**config.mk**
```make
export PLATFORM = sky130hd
export DESIGN_NAME = vcfg_unit
export DESIGN_NICKNAME = d
export VERILOG_FILES = /design/src/logic/vcfg_types_pkg.sv /design/src/logic/vcfg_op_pkg.sv /design/src/logic/vcfg_req_if.sv /design/src/logic/vcfg_wb_if.sv /design/src/logic/vcfg_decode.sv /design/src/logic/vector_csr_file.sv /design/src/logic/vcfg_result.sv /design/src/logic/vcfg_unit.sv
export VERILOG_INCLUDE_DIRS = /design/src /design/src/logic
export SDC_FILE = /design/constraint.sdc
export NUM_CORES = 1
export LEC_CHECK = 0
export ABC_AREA = 1
export BUFFER_PORTS_ARGS = -buffer_cell sky130_fd_sc_hd__buf_2
export CORE_ASPECT_RATIO = 0.6
export CORE_MARGIN = 8
export CORE_UTILIZATION = 55
export CTS_CLUSTER_SIZE = 28
export DETAILED_ROUTE_END_ITERATION = 10
export PLACE_DENSITY = 0.81
export SLEW_MARGIN = 0
export SYNTH_ARGS = -nofsm -noshare
export SYNTH_HDL_FRONTEND = slang
export SYNTH_HIERARCHICAL = 1
export SYNTH_SLANG_ARGS = --single-unit
```
**constraint.sdc**
```tcl
create_clock -name CLK -period 4 [get_ports CLK]
set_input_delay 0.2 -clock CLK [delete_from_list [all_inputs] [get_ports CLK]]
set_output_delay 0.2 -clock CLK [all_outputs]
set_load 0.05 [all_outputs]
```
**src/logic/vcfg_settings.svh**
```systemverilog
// vector configuration unit settings
// vector register length and scalar register width shared by
// the type package and the execute stage

`ifndef VCFG_SETTINGS_SVH
`define VCFG_SETTINGS_SVH

// vector register length in bits
`define VCFG_VLEN 128

// scalar register width, also the width of every csr word
`define VCFG_XLEN 32

// vector register length in bytes, read back through vlenb
`define VCFG_VLENB (`VCFG_VLEN / 8)

`endif

```
**src/logic/vcfg_types_pkg.sv**
```systemverilog
// vector configuration types
// csr word, element width and group multiplier encodings,
// the vtype register layout and the vl count type

`include "vcfg_settings.svh"

package vcfg_types_pkg;

    // one csr word, as wide as a scalar register
    typedef logic [`VCFG_XLEN-1:0] csr_word_t;

    // selected element width, vsew field of vtype
    // codes 3 to 7 are reserved here, SEW64 is not supported
    typedef enum logic [2:0] {
        SEW8  = 3'd0,
        SEW16 = 3'd1,
        SEW32 = 3'd2
    } vsew_e;

    // register group multiplier, vlmul field of vtype
    typedef enum logic [2:0] {
        LMUL1       = 3'd0,
        LMUL2       = 3'd1,
        LMUL4       = 3'd2,
        LMUL8       = 3'd3,
        LMUL_RSVD   = 3'd4,
        LMUL_EIGHTH = 3'd5,
        LMUL_FOURTH = 3'd6,
        LMUL_HALF   = 3'd7
    } vlmul_e;

    // vtype as laid out in the csr, vill in the msb
    typedef struct packed {
        logic         vill;
        logic [22:0]  reserved;
        logic         vma;
        logic         vta;
        vsew_e        vsew;
        vlmul_e       vlmul;
    } vtype_t;

    // vtype after reset or after an unsupported vset
    localparam vtype_t VTYPE_ILL = vtype_t'({1'b1, 31'b0});

    // vl count, holds vlmax at sew8 and lmul8 (128 elements)
    localparam int VL_W = $clog2(`VCFG_VLEN) + 1;
    typedef logic [VL_W-1:0] vl_t;

endpackage

```
**src/logic/vcfg_op_pkg.sv**
```systemverilog
// vector configuration operations
// major opcodes seen by decode, the decoded operation passed
// to execute and the addresses of the vector csrs

package vcfg_op_pkg;

    // major opcode field, instr[6:0]
    typedef enum logic [6:0] {
        OPC_OPV    = 7'b1010111,
        OPC_SYSTEM = 7'b1110011
    } opcode_e;

    // funct3 values used inside those opcodes
    localparam logic [2:0] F3_VSET  = 3'b111;
    localparam logic [2:0] F3_CSRRW = 3'b001;
    localparam logic [2:0] F3_CSRRS = 3'b010;
    localparam logic [2:0] F3_CSRRC = 3'b011;

    // decoded operation handed to execute
    typedef enum logic [2:0] {
        OP_NONE,
        OP_VSETVLI,
        OP_VSETIVLI,
        OP_VSETVL,
        OP_CSRRW,
        OP_CSRRS,
        OP_CSRRC,
        OP_ILLEGAL
    } vcfg_op_e;

    // vector csr addresses handled by this unit
    // vxsat, vxrm and vcsr are not implemented
    typedef enum logic [11:0] {
        VSTART = 12'h008,
        VL     = 12'hC20,
        VTYPE  = 12'hC21,
        VLENB  = 12'hC22
    } vcsr_addr_e;

    // funct7 of vsetvl, instr[31:25]
    localparam logic [6:0] F7_VSETVL = 7'b1000000;

endpackage

```
**src/logic/vcfg_req_if.sv**
```systemverilog
// decoded request bus
// carries one registered instruction from decode into the
// execute stage, valid for a single cycle

`timescale 1ns/10ps

interface vcfg_req_if;

    logic                       valid;
    vcfg_op_pkg::vcfg_op_e      op;
    // application vector length for the vset forms
    vcfg_types_pkg::csr_word_t  avl;
    vcfg_types_pkg::vtype_t     new_vtype;
    // raw csr field, may hold an address this unit does not know
    logic [11:0]                csr_addr;
    // rs1 value, or uimm for the immediate form
    vcfg_types_pkg::csr_word_t  wdata;
    logic [4:0]                 rd_addr;
    // rs1 field was x0
    logic                       rs1_zero;

    modport dec (
        output valid, op, avl, new_vtype, csr_addr, wdata, rd_addr, rs1_zero
    );

    modport exe (
        input valid, op, avl, new_vtype, csr_addr, wdata, rd_addr, rs1_zero
    );

endinterface

```
**src/logic/vcfg_wb_if.sv**
```systemverilog
// raw writeback bus
// unregistered result of the execute stage, picked up by the
// result stage on the next clock edge

`timescale 1ns/10ps

interface vcfg_wb_if;

    logic                       valid;
    logic [4:0]                 rd_addr;
    vcfg_types_pkg::csr_word_t  value;
    // instruction was rejected, value is meaningless
    logic                       illegal;

    modport exe (output valid, rd_addr, value, illegal);

    modport res (input valid, rd_addr, value, illegal);

endinterface

```
**src/logic/vcfg_decode.sv**
```systemverilog
// vector configuration decode
// classifies one instruction word into a vset or a vector csr
// access, extracts avl, vtype and csr fields and registers them

`timescale 1ns/10ps

module vcfg_decode (
    input  logic                      CLK,
    input  logic                      nRST,
    input  logic                      instr_valid,
    input  logic [31:0]               instr,
    input  vcfg_types_pkg::csr_word_t rs1_value,
    input  vcfg_types_pkg::csr_word_t rs2_value,
    vcfg_req_if.dec                   req
);

    // instruction fields
    logic [6:0] opcode;
    logic [4:0] rd;
    logic [2:0] funct3;
    logic [4:0] rs1;

    // decoded values before the register
    vcfg_op_pkg::vcfg_op_e      op_d;
    vcfg_types_pkg::csr_word_t  avl_d;
    vcfg_types_pkg::vtype_t     vtype_d;
    vcfg_types_pkg::csr_word_t  wdata_d;

    assign opcode = instr[6:0];
    assign rd     = instr[11:7];
    assign funct3 = instr[14:12];
    assign rs1    = instr[19:15];

    always_comb begin
        op_d    = vcfg_op_pkg::OP_ILLEGAL;
        avl_d   = rs1_value;
        wdata_d = rs1_value;
        // zimm of vsetvli, 11 bits
        vtype_d = vcfg_types_pkg::vtype_t'({21'b0, instr[30:20]});

        case (opcode)
            vcfg_op_pkg::OPC_OPV: begin
                if (funct3 == vcfg_op_pkg::F3_VSET) begin
                    if (!instr[31]) begin
                        op_d = vcfg_op_pkg::OP_VSETVLI;
                    end else if (instr[30]) begin
                        // vsetivli, avl is uimm5 in the rs1 slot
                        op_d    = vcfg_op_pkg::OP_VSETIVLI;
                        avl_d   = vcfg_types_pkg::csr_word_t'(rs1);
                        wdata_d = vcfg_types_pkg::csr_word_t'(rs1);
                        vtype_d = vcfg_types_pkg::vtype_t'({22'b0, instr[29:20]});
                    end else if (instr[31:25] == vcfg_op_pkg::F7_VSETVL) begin
                        op_d    = vcfg_op_pkg::OP_VSETVL;
                        vtype_d = vcfg_types_pkg::vtype_t'(rs2_value);
                    end
                end
            end
            vcfg_op_pkg::OPC_SYSTEM: begin
                // register forms only, immediate csr forms stay illegal
                case (funct3)
                    vcfg_op_pkg::F3_CSRRW: op_d = vcfg_op_pkg::OP_CSRRW;
                    vcfg_op_pkg::F3_CSRRS: op_d = vcfg_op_pkg::OP_CSRRS;
                    vcfg_op_pkg::F3_CSRRC: op_d = vcfg_op_pkg::OP_CSRRC;
                    default:               op_d = vcfg_op_pkg::OP_ILLEGAL;
                endcase
            end
            default: op_d = vcfg_op_pkg::OP_ILLEGAL;
        endcase
    end

    // strobe and operation
    always_ff @(posedge CLK, negedge nRST) begin
        if (!nRST) begin
            req.valid <= 1'b0;
            req.op    <= vcfg_op_pkg::OP_NONE;
        end else begin
            req.valid <= instr_valid;
            if (instr_valid) begin
                req.op <= op_d;
            end
        end
    end

    // payload fields, only meaningful while valid is high
    always_ff @(posedge CLK) begin
        if (instr_valid) begin
            req.avl       <= avl_d;
            req.new_vtype <= vtype_d;
            req.csr_addr  <= instr[31:20];
            req.wdata     <= wdata_d;
            req.rd_addr   <= rd;
            req.rs1_zero  <= (rs1 == 5'd0);
        end
    end

endmodule

```
**src/logic/vector_csr_file.sv**
```systemverilog
// vector csr file, the execute stage
// holds vstart, vl and vtype, computes vlmax and performs the
// vset instructions and the zicsr accesses in a single cycle

`timescale 1ns/10ps

`include "vcfg_settings.svh"

module vector_csr_file (
    input  logic                          CLK,
    input  logic                          nRST,
    vcfg_req_if.exe                       req,
    vcfg_wb_if.exe                        wb,
    output vcfg_types_pkg::vl_t           vl,
    output vcfg_types_pkg::vtype_t        vtype,
    output vcfg_types_pkg::vl_t           vstart
);

    vcfg_types_pkg::vl_t        vl_next;
    vcfg_types_pkg::vtype_t     vtype_next;
    vcfg_types_pkg::vl_t        vstart_next;

    // vlmax of the requested and of the committed vtype
    vcfg_types_pkg::vl_t        new_vlmax;
    vcfg_types_pkg::vl_t        cur_vlmax;

    vcfg_types_pkg::csr_word_t  csr_old;
    vcfg_types_pkg::csr_word_t  result;
    logic                       csr_wr;
    logic                       avl_x0;
    logic                       bad;

    // vlenb >> sew, then scaled by lmul
    function automatic vcfg_types_pkg::vl_t vlmax_of(input vcfg_types_pkg::vtype_t t);
        vcfg_types_pkg::vl_t base;
        base = vcfg_types_pkg::vl_t'(`VCFG_VLENB);
        case (t.vsew)
            vcfg_types_pkg::SEW8:  base = base;
            vcfg_types_pkg::SEW16: base = base >> 1;
            vcfg_types_pkg::SEW32: base = base >> 2;
            default:               base = '0;
        endcase
        case (t.vlmul)
            vcfg_types_pkg::LMUL1:       return base;
            vcfg_types_pkg::LMUL2:       return base << 1;
            vcfg_types_pkg::LMUL4:       return base << 2;
            vcfg_types_pkg::LMUL8:       return base << 3;
            vcfg_types_pkg::LMUL_HALF:   return base >> 1;
            vcfg_types_pkg::LMUL_FOURTH: return base >> 2;
            vcfg_types_pkg::LMUL_EIGHTH: return base >> 3;
            default:                     return '0;
        endcase
    endfunction

    // reserved sew or lmul, or any agnostic policy bit
    function automatic logic vtype_bad(input vcfg_types_pkg::vtype_t t);
        logic sew_ok;
        sew_ok = (t.vsew == vcfg_types_pkg::SEW8) || (t.vsew == vcfg_types_pkg::SEW16) ||
                 (t.vsew == vcfg_types_pkg::SEW32);
        return !sew_ok || (t.vlmul == vcfg_types_pkg::LMUL_RSVD) || t.vta || t.vma;
    endfunction

    assign new_vlmax = vlmax_of(req.new_vtype);
    assign cur_vlmax = vlmax_of(vtype);

    // x0 avl rules apply to the register forms only
    assign avl_x0 = req.rs1_zero && (req.op != vcfg_op_pkg::OP_VSETIVLI);
    // csrrw always writes, set and clear only with a nonzero rs1
    assign csr_wr = (req.op == vcfg_op_pkg::OP_CSRRW) || !req.rs1_zero;

    // old value of the addressed csr
    always_comb begin
        case (req.csr_addr)
            vcfg_op_pkg::VSTART: csr_old = vcfg_types_pkg::csr_word_t'(vstart);
            vcfg_op_pkg::VL:     csr_old = vcfg_types_pkg::csr_word_t'(vl);
            vcfg_op_pkg::VTYPE:  csr_old = vcfg_types_pkg::csr_word_t'(vtype);
            vcfg_op_pkg::VLENB:  csr_old = vcfg_types_pkg::csr_word_t'(`VCFG_VLENB);
            default:             csr_old = '0;
        endcase
    end

    always_comb begin
        vl_next     = vl;
        vtype_next  = vtype;
        vstart_next = vstart;
        result      = '0;
        bad         = 1'b0;

        if (req.valid) begin
            case (req.op)
                vcfg_op_pkg::OP_VSETVLI, vcfg_op_pkg::OP_VSETIVLI,
                vcfg_op_pkg::OP_VSETVL: begin
                    vstart_next = '0;
                    if (vtype_bad(req.new_vtype)) begin
                        vtype_next = vcfg_types_pkg::VTYPE_ILL;
                        vl_next    = '0;
                    end else begin
                        vtype_next       = vcfg_types_pkg::vtype_t'('0);
                        vtype_next.vsew  = req.new_vtype.vsew;
                        vtype_next.vlmul = req.new_vtype.vlmul;
                        if (avl_x0 && (req.rd_addr != 5'd0)) begin
                            vl_next = new_vlmax;
                        end else if (avl_x0) begin
                            // keep vl, clipped if the new group is smaller
                            vl_next = (vl > new_vlmax) ? new_vlmax : vl;
                        end else if (req.avl < vcfg_types_pkg::csr_word_t'(new_vlmax)) begin
                            vl_next = vcfg_types_pkg::vl_t'(req.avl);
                        end else begin
                            vl_next = new_vlmax;
                        end
                    end
                    result = vcfg_types_pkg::csr_word_t'(vl_next);
                end
                vcfg_op_pkg::OP_CSRRW, vcfg_op_pkg::OP_CSRRS,
                vcfg_op_pkg::OP_CSRRC: begin
                    result = csr_old;
                    case (req.csr_addr)
                        vcfg_op_pkg::VSTART: begin
                            if (req.op == vcfg_op_pkg::OP_CSRRW) begin
                                vstart_next = vcfg_types_pkg::vl_t'(req.wdata);
                            end else if (req.op == vcfg_op_pkg::OP_CSRRS) begin
                                vstart_next = vstart | vcfg_types_pkg::vl_t'(req.wdata);
                            end else begin
                                vstart_next = vstart & ~vcfg_types_pkg::vl_t'(req.wdata);
                            end
                            if (!csr_wr) begin
                                vstart_next = vstart;
                            end
                        end
                        // read only from the csr side
                        vcfg_op_pkg::VL, vcfg_op_pkg::VTYPE,
                        vcfg_op_pkg::VLENB: bad = csr_wr;
                        default:            bad = 1'b1;
                    endcase
                end
                vcfg_op_pkg::OP_ILLEGAL: bad = 1'b1;
                default: ;
            endcase
        end
    end

    always_ff @(posedge CLK, negedge nRST) begin
        if (!nRST) begin
            vl     <= '0;
            vtype  <= vcfg_types_pkg::VTYPE_ILL;
            vstart <= '0;
        end else begin
            // an illegal access leaves all state untouched
            if (!bad) begin
                vl     <= vl_next;
                vtype  <= vtype_next;
                vstart <= vstart_next;
            end
        end
    end

    // raw writeback, registered by the result stage
    assign wb.valid   = req.valid && (req.op != vcfg_op_pkg::OP_NONE);
    assign wb.rd_addr = req.rd_addr;
    assign wb.value   = bad ? '0 : result;
    assign wb.illegal = bad;

    // committed vl always fits the committed vtype
    a_vl_within_vlmax: assert property (@(posedge CLK) disable iff (!nRST)
        vl <= cur_vlmax);

    // an unsupported vtype holds no elements
    a_vill_zero_vl: assert property (@(posedge CLK) disable iff (!nRST)
        vtype.vill |-> (vl == '0));

endmodule

```
**src/logic/vcfg_result.sv**
```systemverilog
// vector configuration result stage
// registers the writeback from execute, drops writes to x0
// and raises the illegal-instruction strobe

`timescale 1ns/10ps

module vcfg_result (
    input  logic                      CLK,
    input  logic                      nRST,
    vcfg_wb_if.res                    wb,
    output logic                      rd_valid,
    output logic [4:0]                rd_addr,
    output vcfg_types_pkg::csr_word_t rd_value,
    output logic                      illegal
);

    // x0 is never written
    logic rd_write;

    assign rd_write = wb.valid && !wb.illegal && (wb.rd_addr != 5'd0);

    always_ff @(posedge CLK, negedge nRST) begin
        if (!nRST) begin
            rd_valid <= 1'b0;
            illegal  <= 1'b0;
        end else begin
            rd_valid <= rd_write;
            illegal  <= wb.valid && wb.illegal;
        end
    end

    // destination and data follow the strobe
    always_ff @(posedge CLK) begin
        if (wb.valid) begin
            rd_addr  <= wb.rd_addr;
            rd_value <= wb.value;
        end
    end

    // a rejected instruction carries no data
    a_reject_no_value: assert property (@(posedge CLK) disable iff (!nRST)
        illegal |-> (rd_value == '0));

endmodule

```
**src/logic/vcfg_unit.sv**
```systemverilog
// vector configuration unit top level
// decode, execute and result stages for vset and vector csr
// instructions, one instruction per cycle, no back-pressure

`timescale 1ns/10ps

module vcfg_unit (
    input  logic                      CLK,
    input  logic                      nRST,
    input  logic                      instr_valid,
    input  logic [31:0]               instr,
    input  vcfg_types_pkg::csr_word_t rs1_value,
    input  vcfg_types_pkg::csr_word_t rs2_value,
    output logic                      rd_valid,
    output logic [4:0]                rd_addr,
    output vcfg_types_pkg::csr_word_t rd_value,
    output logic                      illegal,
    output vcfg_types_pkg::vl_t       vl,
    output vcfg_types_pkg::vtype_t    vtype,
    output vcfg_types_pkg::vl_t       vstart
);

    // decode to execute, then execute to result
    vcfg_req_if req_bus ();
    vcfg_wb_if  wb_bus ();

    vcfg_decode u_decode (
        .CLK         (CLK),
        .nRST        (nRST),
        .instr_valid (instr_valid),
        .instr       (instr),
        .rs1_value   (rs1_value),
        .rs2_value   (rs2_value),
        .req         (req_bus.dec)
    );

    vector_csr_file u_csr_file (
        .CLK    (CLK),
        .nRST   (nRST),
        .req    (req_bus.exe),
        .wb     (wb_bus.exe),
        .vl     (vl),
        .vtype  (vtype),
        .vstart (vstart)
    );

    vcfg_result u_result (
        .CLK      (CLK),
        .nRST     (nRST),
        .wb       (wb_bus.res),
        .rd_valid (rd_valid),
        .rd_addr  (rd_addr),
        .rd_value (rd_value),
        .illegal  (illegal)
    );

endmodule

```
==> impl_metrics.toml <==
[power_and_ir_drop]
p_comb_frac = 0.123
seqPwrFrac = 0.434
cellLeakagePower_nw = 3.95
p_sw_mw = 0.933
p_int_mw = 2.59
ir_worst_vdd_uv = 262
switching_share = 0.265
powerDensity_nw_per_um2 = 434
p_clk_frac = 0.443

[grt]
met3_usage = 0.0656
grt-busiest-layer = "met2"
grt_pass1_wl_mm = 25.9
use_met1 = 0.282
grt_pass1_vias = 5146
overflow = 0
track_usage = 0.204
grt_max_degree = 40
antenna_found_initial = 0
met2_usage = 0.307

[finish]
final_util = 0.674
fin_cells = 1066
syn2layout_area_growth_pct = 19.7
layout.nets = 1002
n_antenna_cell = 0
drive_gt1_frac = 0.252

[clock_tree]
post_cts_buffers = 0
ctsHoldBuffers = 16
cts_tree = "built"
numCtsBuffers = 17
clk_latency_ns = 0.42
path_clk_slew_ns = 0.06
cts_sinks = 124
htreeDepth = 4
root_buffer = "clkbuf_16"
clock_tree.buffer_depth = 2
cts.repair.resized = 0

[synthesis]
avgSynthCellArea_sq_um = 9.20
synthCells = 738
netlist_area_sq_um = 6790
ys_warn_count = 6

[setup_path]
r2r_cells = 16
required_ns = 4.15
cp-start-kind = "flip-flop"
worstSetupEndpointType = "flip-flop"
worst-path-max-fanout = 10
r2r-end = "u_result/rd_value[7]$_DFFE_PP_"
cp_data_arrival_time_ns = 3.49
path_class = "flip-flop to flip-flop"
reg2reg_slack_ns = 0.66
critPathLaunch = "u_decode/req.new_vtype[2]$_DFFE_PP_"
r2r_start = "u_decode/req.new_vtype[2]$_DFFE_PP_"

[sta]
period_minus_slack_ns = 3.34
whs_ns = 0.0204
tns_ns = 0
maxSlewHeadroom = 0.528
skew_ns = 0.0126
finalHoldViolations = 0
fmax_mhz = 300
slew_violations = 0
final-setup-viol-count = 0
worst_pin_slew_ns = 0.709
post-route-period-util = 0.834
rsz0062_at_grt = "no"

[floorplanning]
coreArea_sq_um = 12100
die_y_um = 102
die_w_um = 159
start_util = 0.563
io_pins = 186
rows = 31
die_area_sq_um = 16300

[job]
cap_violations = 0

[worst_hold_path]
min_from = "instr[29]"
hold_path_end = "u_decode/req.csr_addr[9]$_DFFE_PP_"
hold_class = "input pin to flip-flop"
whs_path_depth = 1

[status]
status = "finished, final reports clean"

[place]
hpwl_mm = 12.4
gp_congestion = 0.963
io_buffers = 136
dp_cells = 1018

[routing]
vias = 5415
viasPerCell = 5.08
antenna_left = 0
drtIter0Drc = 522
wirelength_mm = 16.3
drtPass1Iterations = 6
drc = 0
wl_per_cell_um = 15.3
routing by layer:
metal	up-vias	routed length (um)
li1	2634	-
met5	-	0
met4	0	158
met2	282	7240
met3	19	1720
met1	2480	7190
power by group through the flow:
stage / clock (mW) / combinational (mW) / sequential (mW)
after floorplan: 0 / 0.249 / 1.63
after CTS: 1.59 / 0.430 / 1.53
after global routing: 1.63 / 0.474 / 1.54
after global placement: 0 / 0.410 / 1.55
after detailed placement: 0 / 0.415 / 1.55
final: 1.56 / 0.434 / 1.53
registers in the layout, indices dropped and copies added (netlist names):
name,flops
u_result/rd_value,32
u_decode/req.rd_addr,5
u_result/illegal,1
u_decode/req.csr_addr,12
u_decode/req.new_vtype,8
u_csr_file/vl,8
u_csr_file/vstart,8
u_decode/req.rs1_zero,1
u_decode/req.valid,1
u_result/rd_valid,1
u_decode/req.op,3
u_result/rd_addr,5
u_csr_file/vtype,7
u_decode/req.wdata,32
worst max-delay path, stage by stage (launching register included):
cell,delay (ns)
edfxtp_1,0.38
inv_1,0.23
nor2_1,0.11
inv_1,0.08
o22ai_1,0.08
a21oi_1,0.51
ha_1,0.36
nand2_1,0.07
o21ai_0,0.08
nand2_1,0.07
nand2_1,0.04
nand2_1,0.26
inv_1,0.22
o21ai_0,0.20
o21ai_0,0.11
o21bai_2,0.20
nand2_1,0.09
final cells by class:
cell class / count / area [sq um]
flip-flops and latches: 124 / 3580
fillers: 976 / 3940
repair buffers: 156 / 871
well taps: 165 / 206
inverters: 104 / 392
clock buffers: 19 / 443
multi-input cells: 485 / 2470
clock inverters: 13 / 168
cell usage in the layout (no fill, tap or decap), types with 7 or more instances in the layout:
cell type      count
nand3_1           49
nand2_2            9
buf_2            136
edfxtp_1          95
inv_1             99
nor4_1             7
o21ai_0           18
conb_1            48
dfrtp_1           28
a21oi_1           27
ha_1              15
nand2_1          152
nor2_1            70
a211oi_1           8
clkbuf_16         17
nor3_1             7
dlygate4sd3_1     16
nor2_2            20
metrics by stage:
stage	setup slack, ns	instance area (sq um)	power, mW
floorplan	1.08	6960	1.88
global placement	0.859	7360	1.96
detailed placement	0.801	7360	1.97
CTS	0.761	8130	3.54
global route	0.286	8130	3.65
finish	0.662	8130	3.52
how the worst max path moves through the flow:
stage               cells past startpoint                             end  slack (ns)
floorplan                               7     u_result/rd_valid$_DFF_PN0_        1.08
global placement                       16  u_result/rd_value[7]$_DFFE_PP_        0.86
detailed placement                     16  u_result/rd_value[7]$_DFFE_PP_        0.80
CTS                                    16  u_result/rd_value[7]$_DFFE_PP_        0.76
global route                           19  u_result/rd_value[3]$_DFFE_PP_        0.29
finish                                 16  u_result/rd_value[7]$_DFFE_PP_        0.66
(Power assumes the default switching activity.)
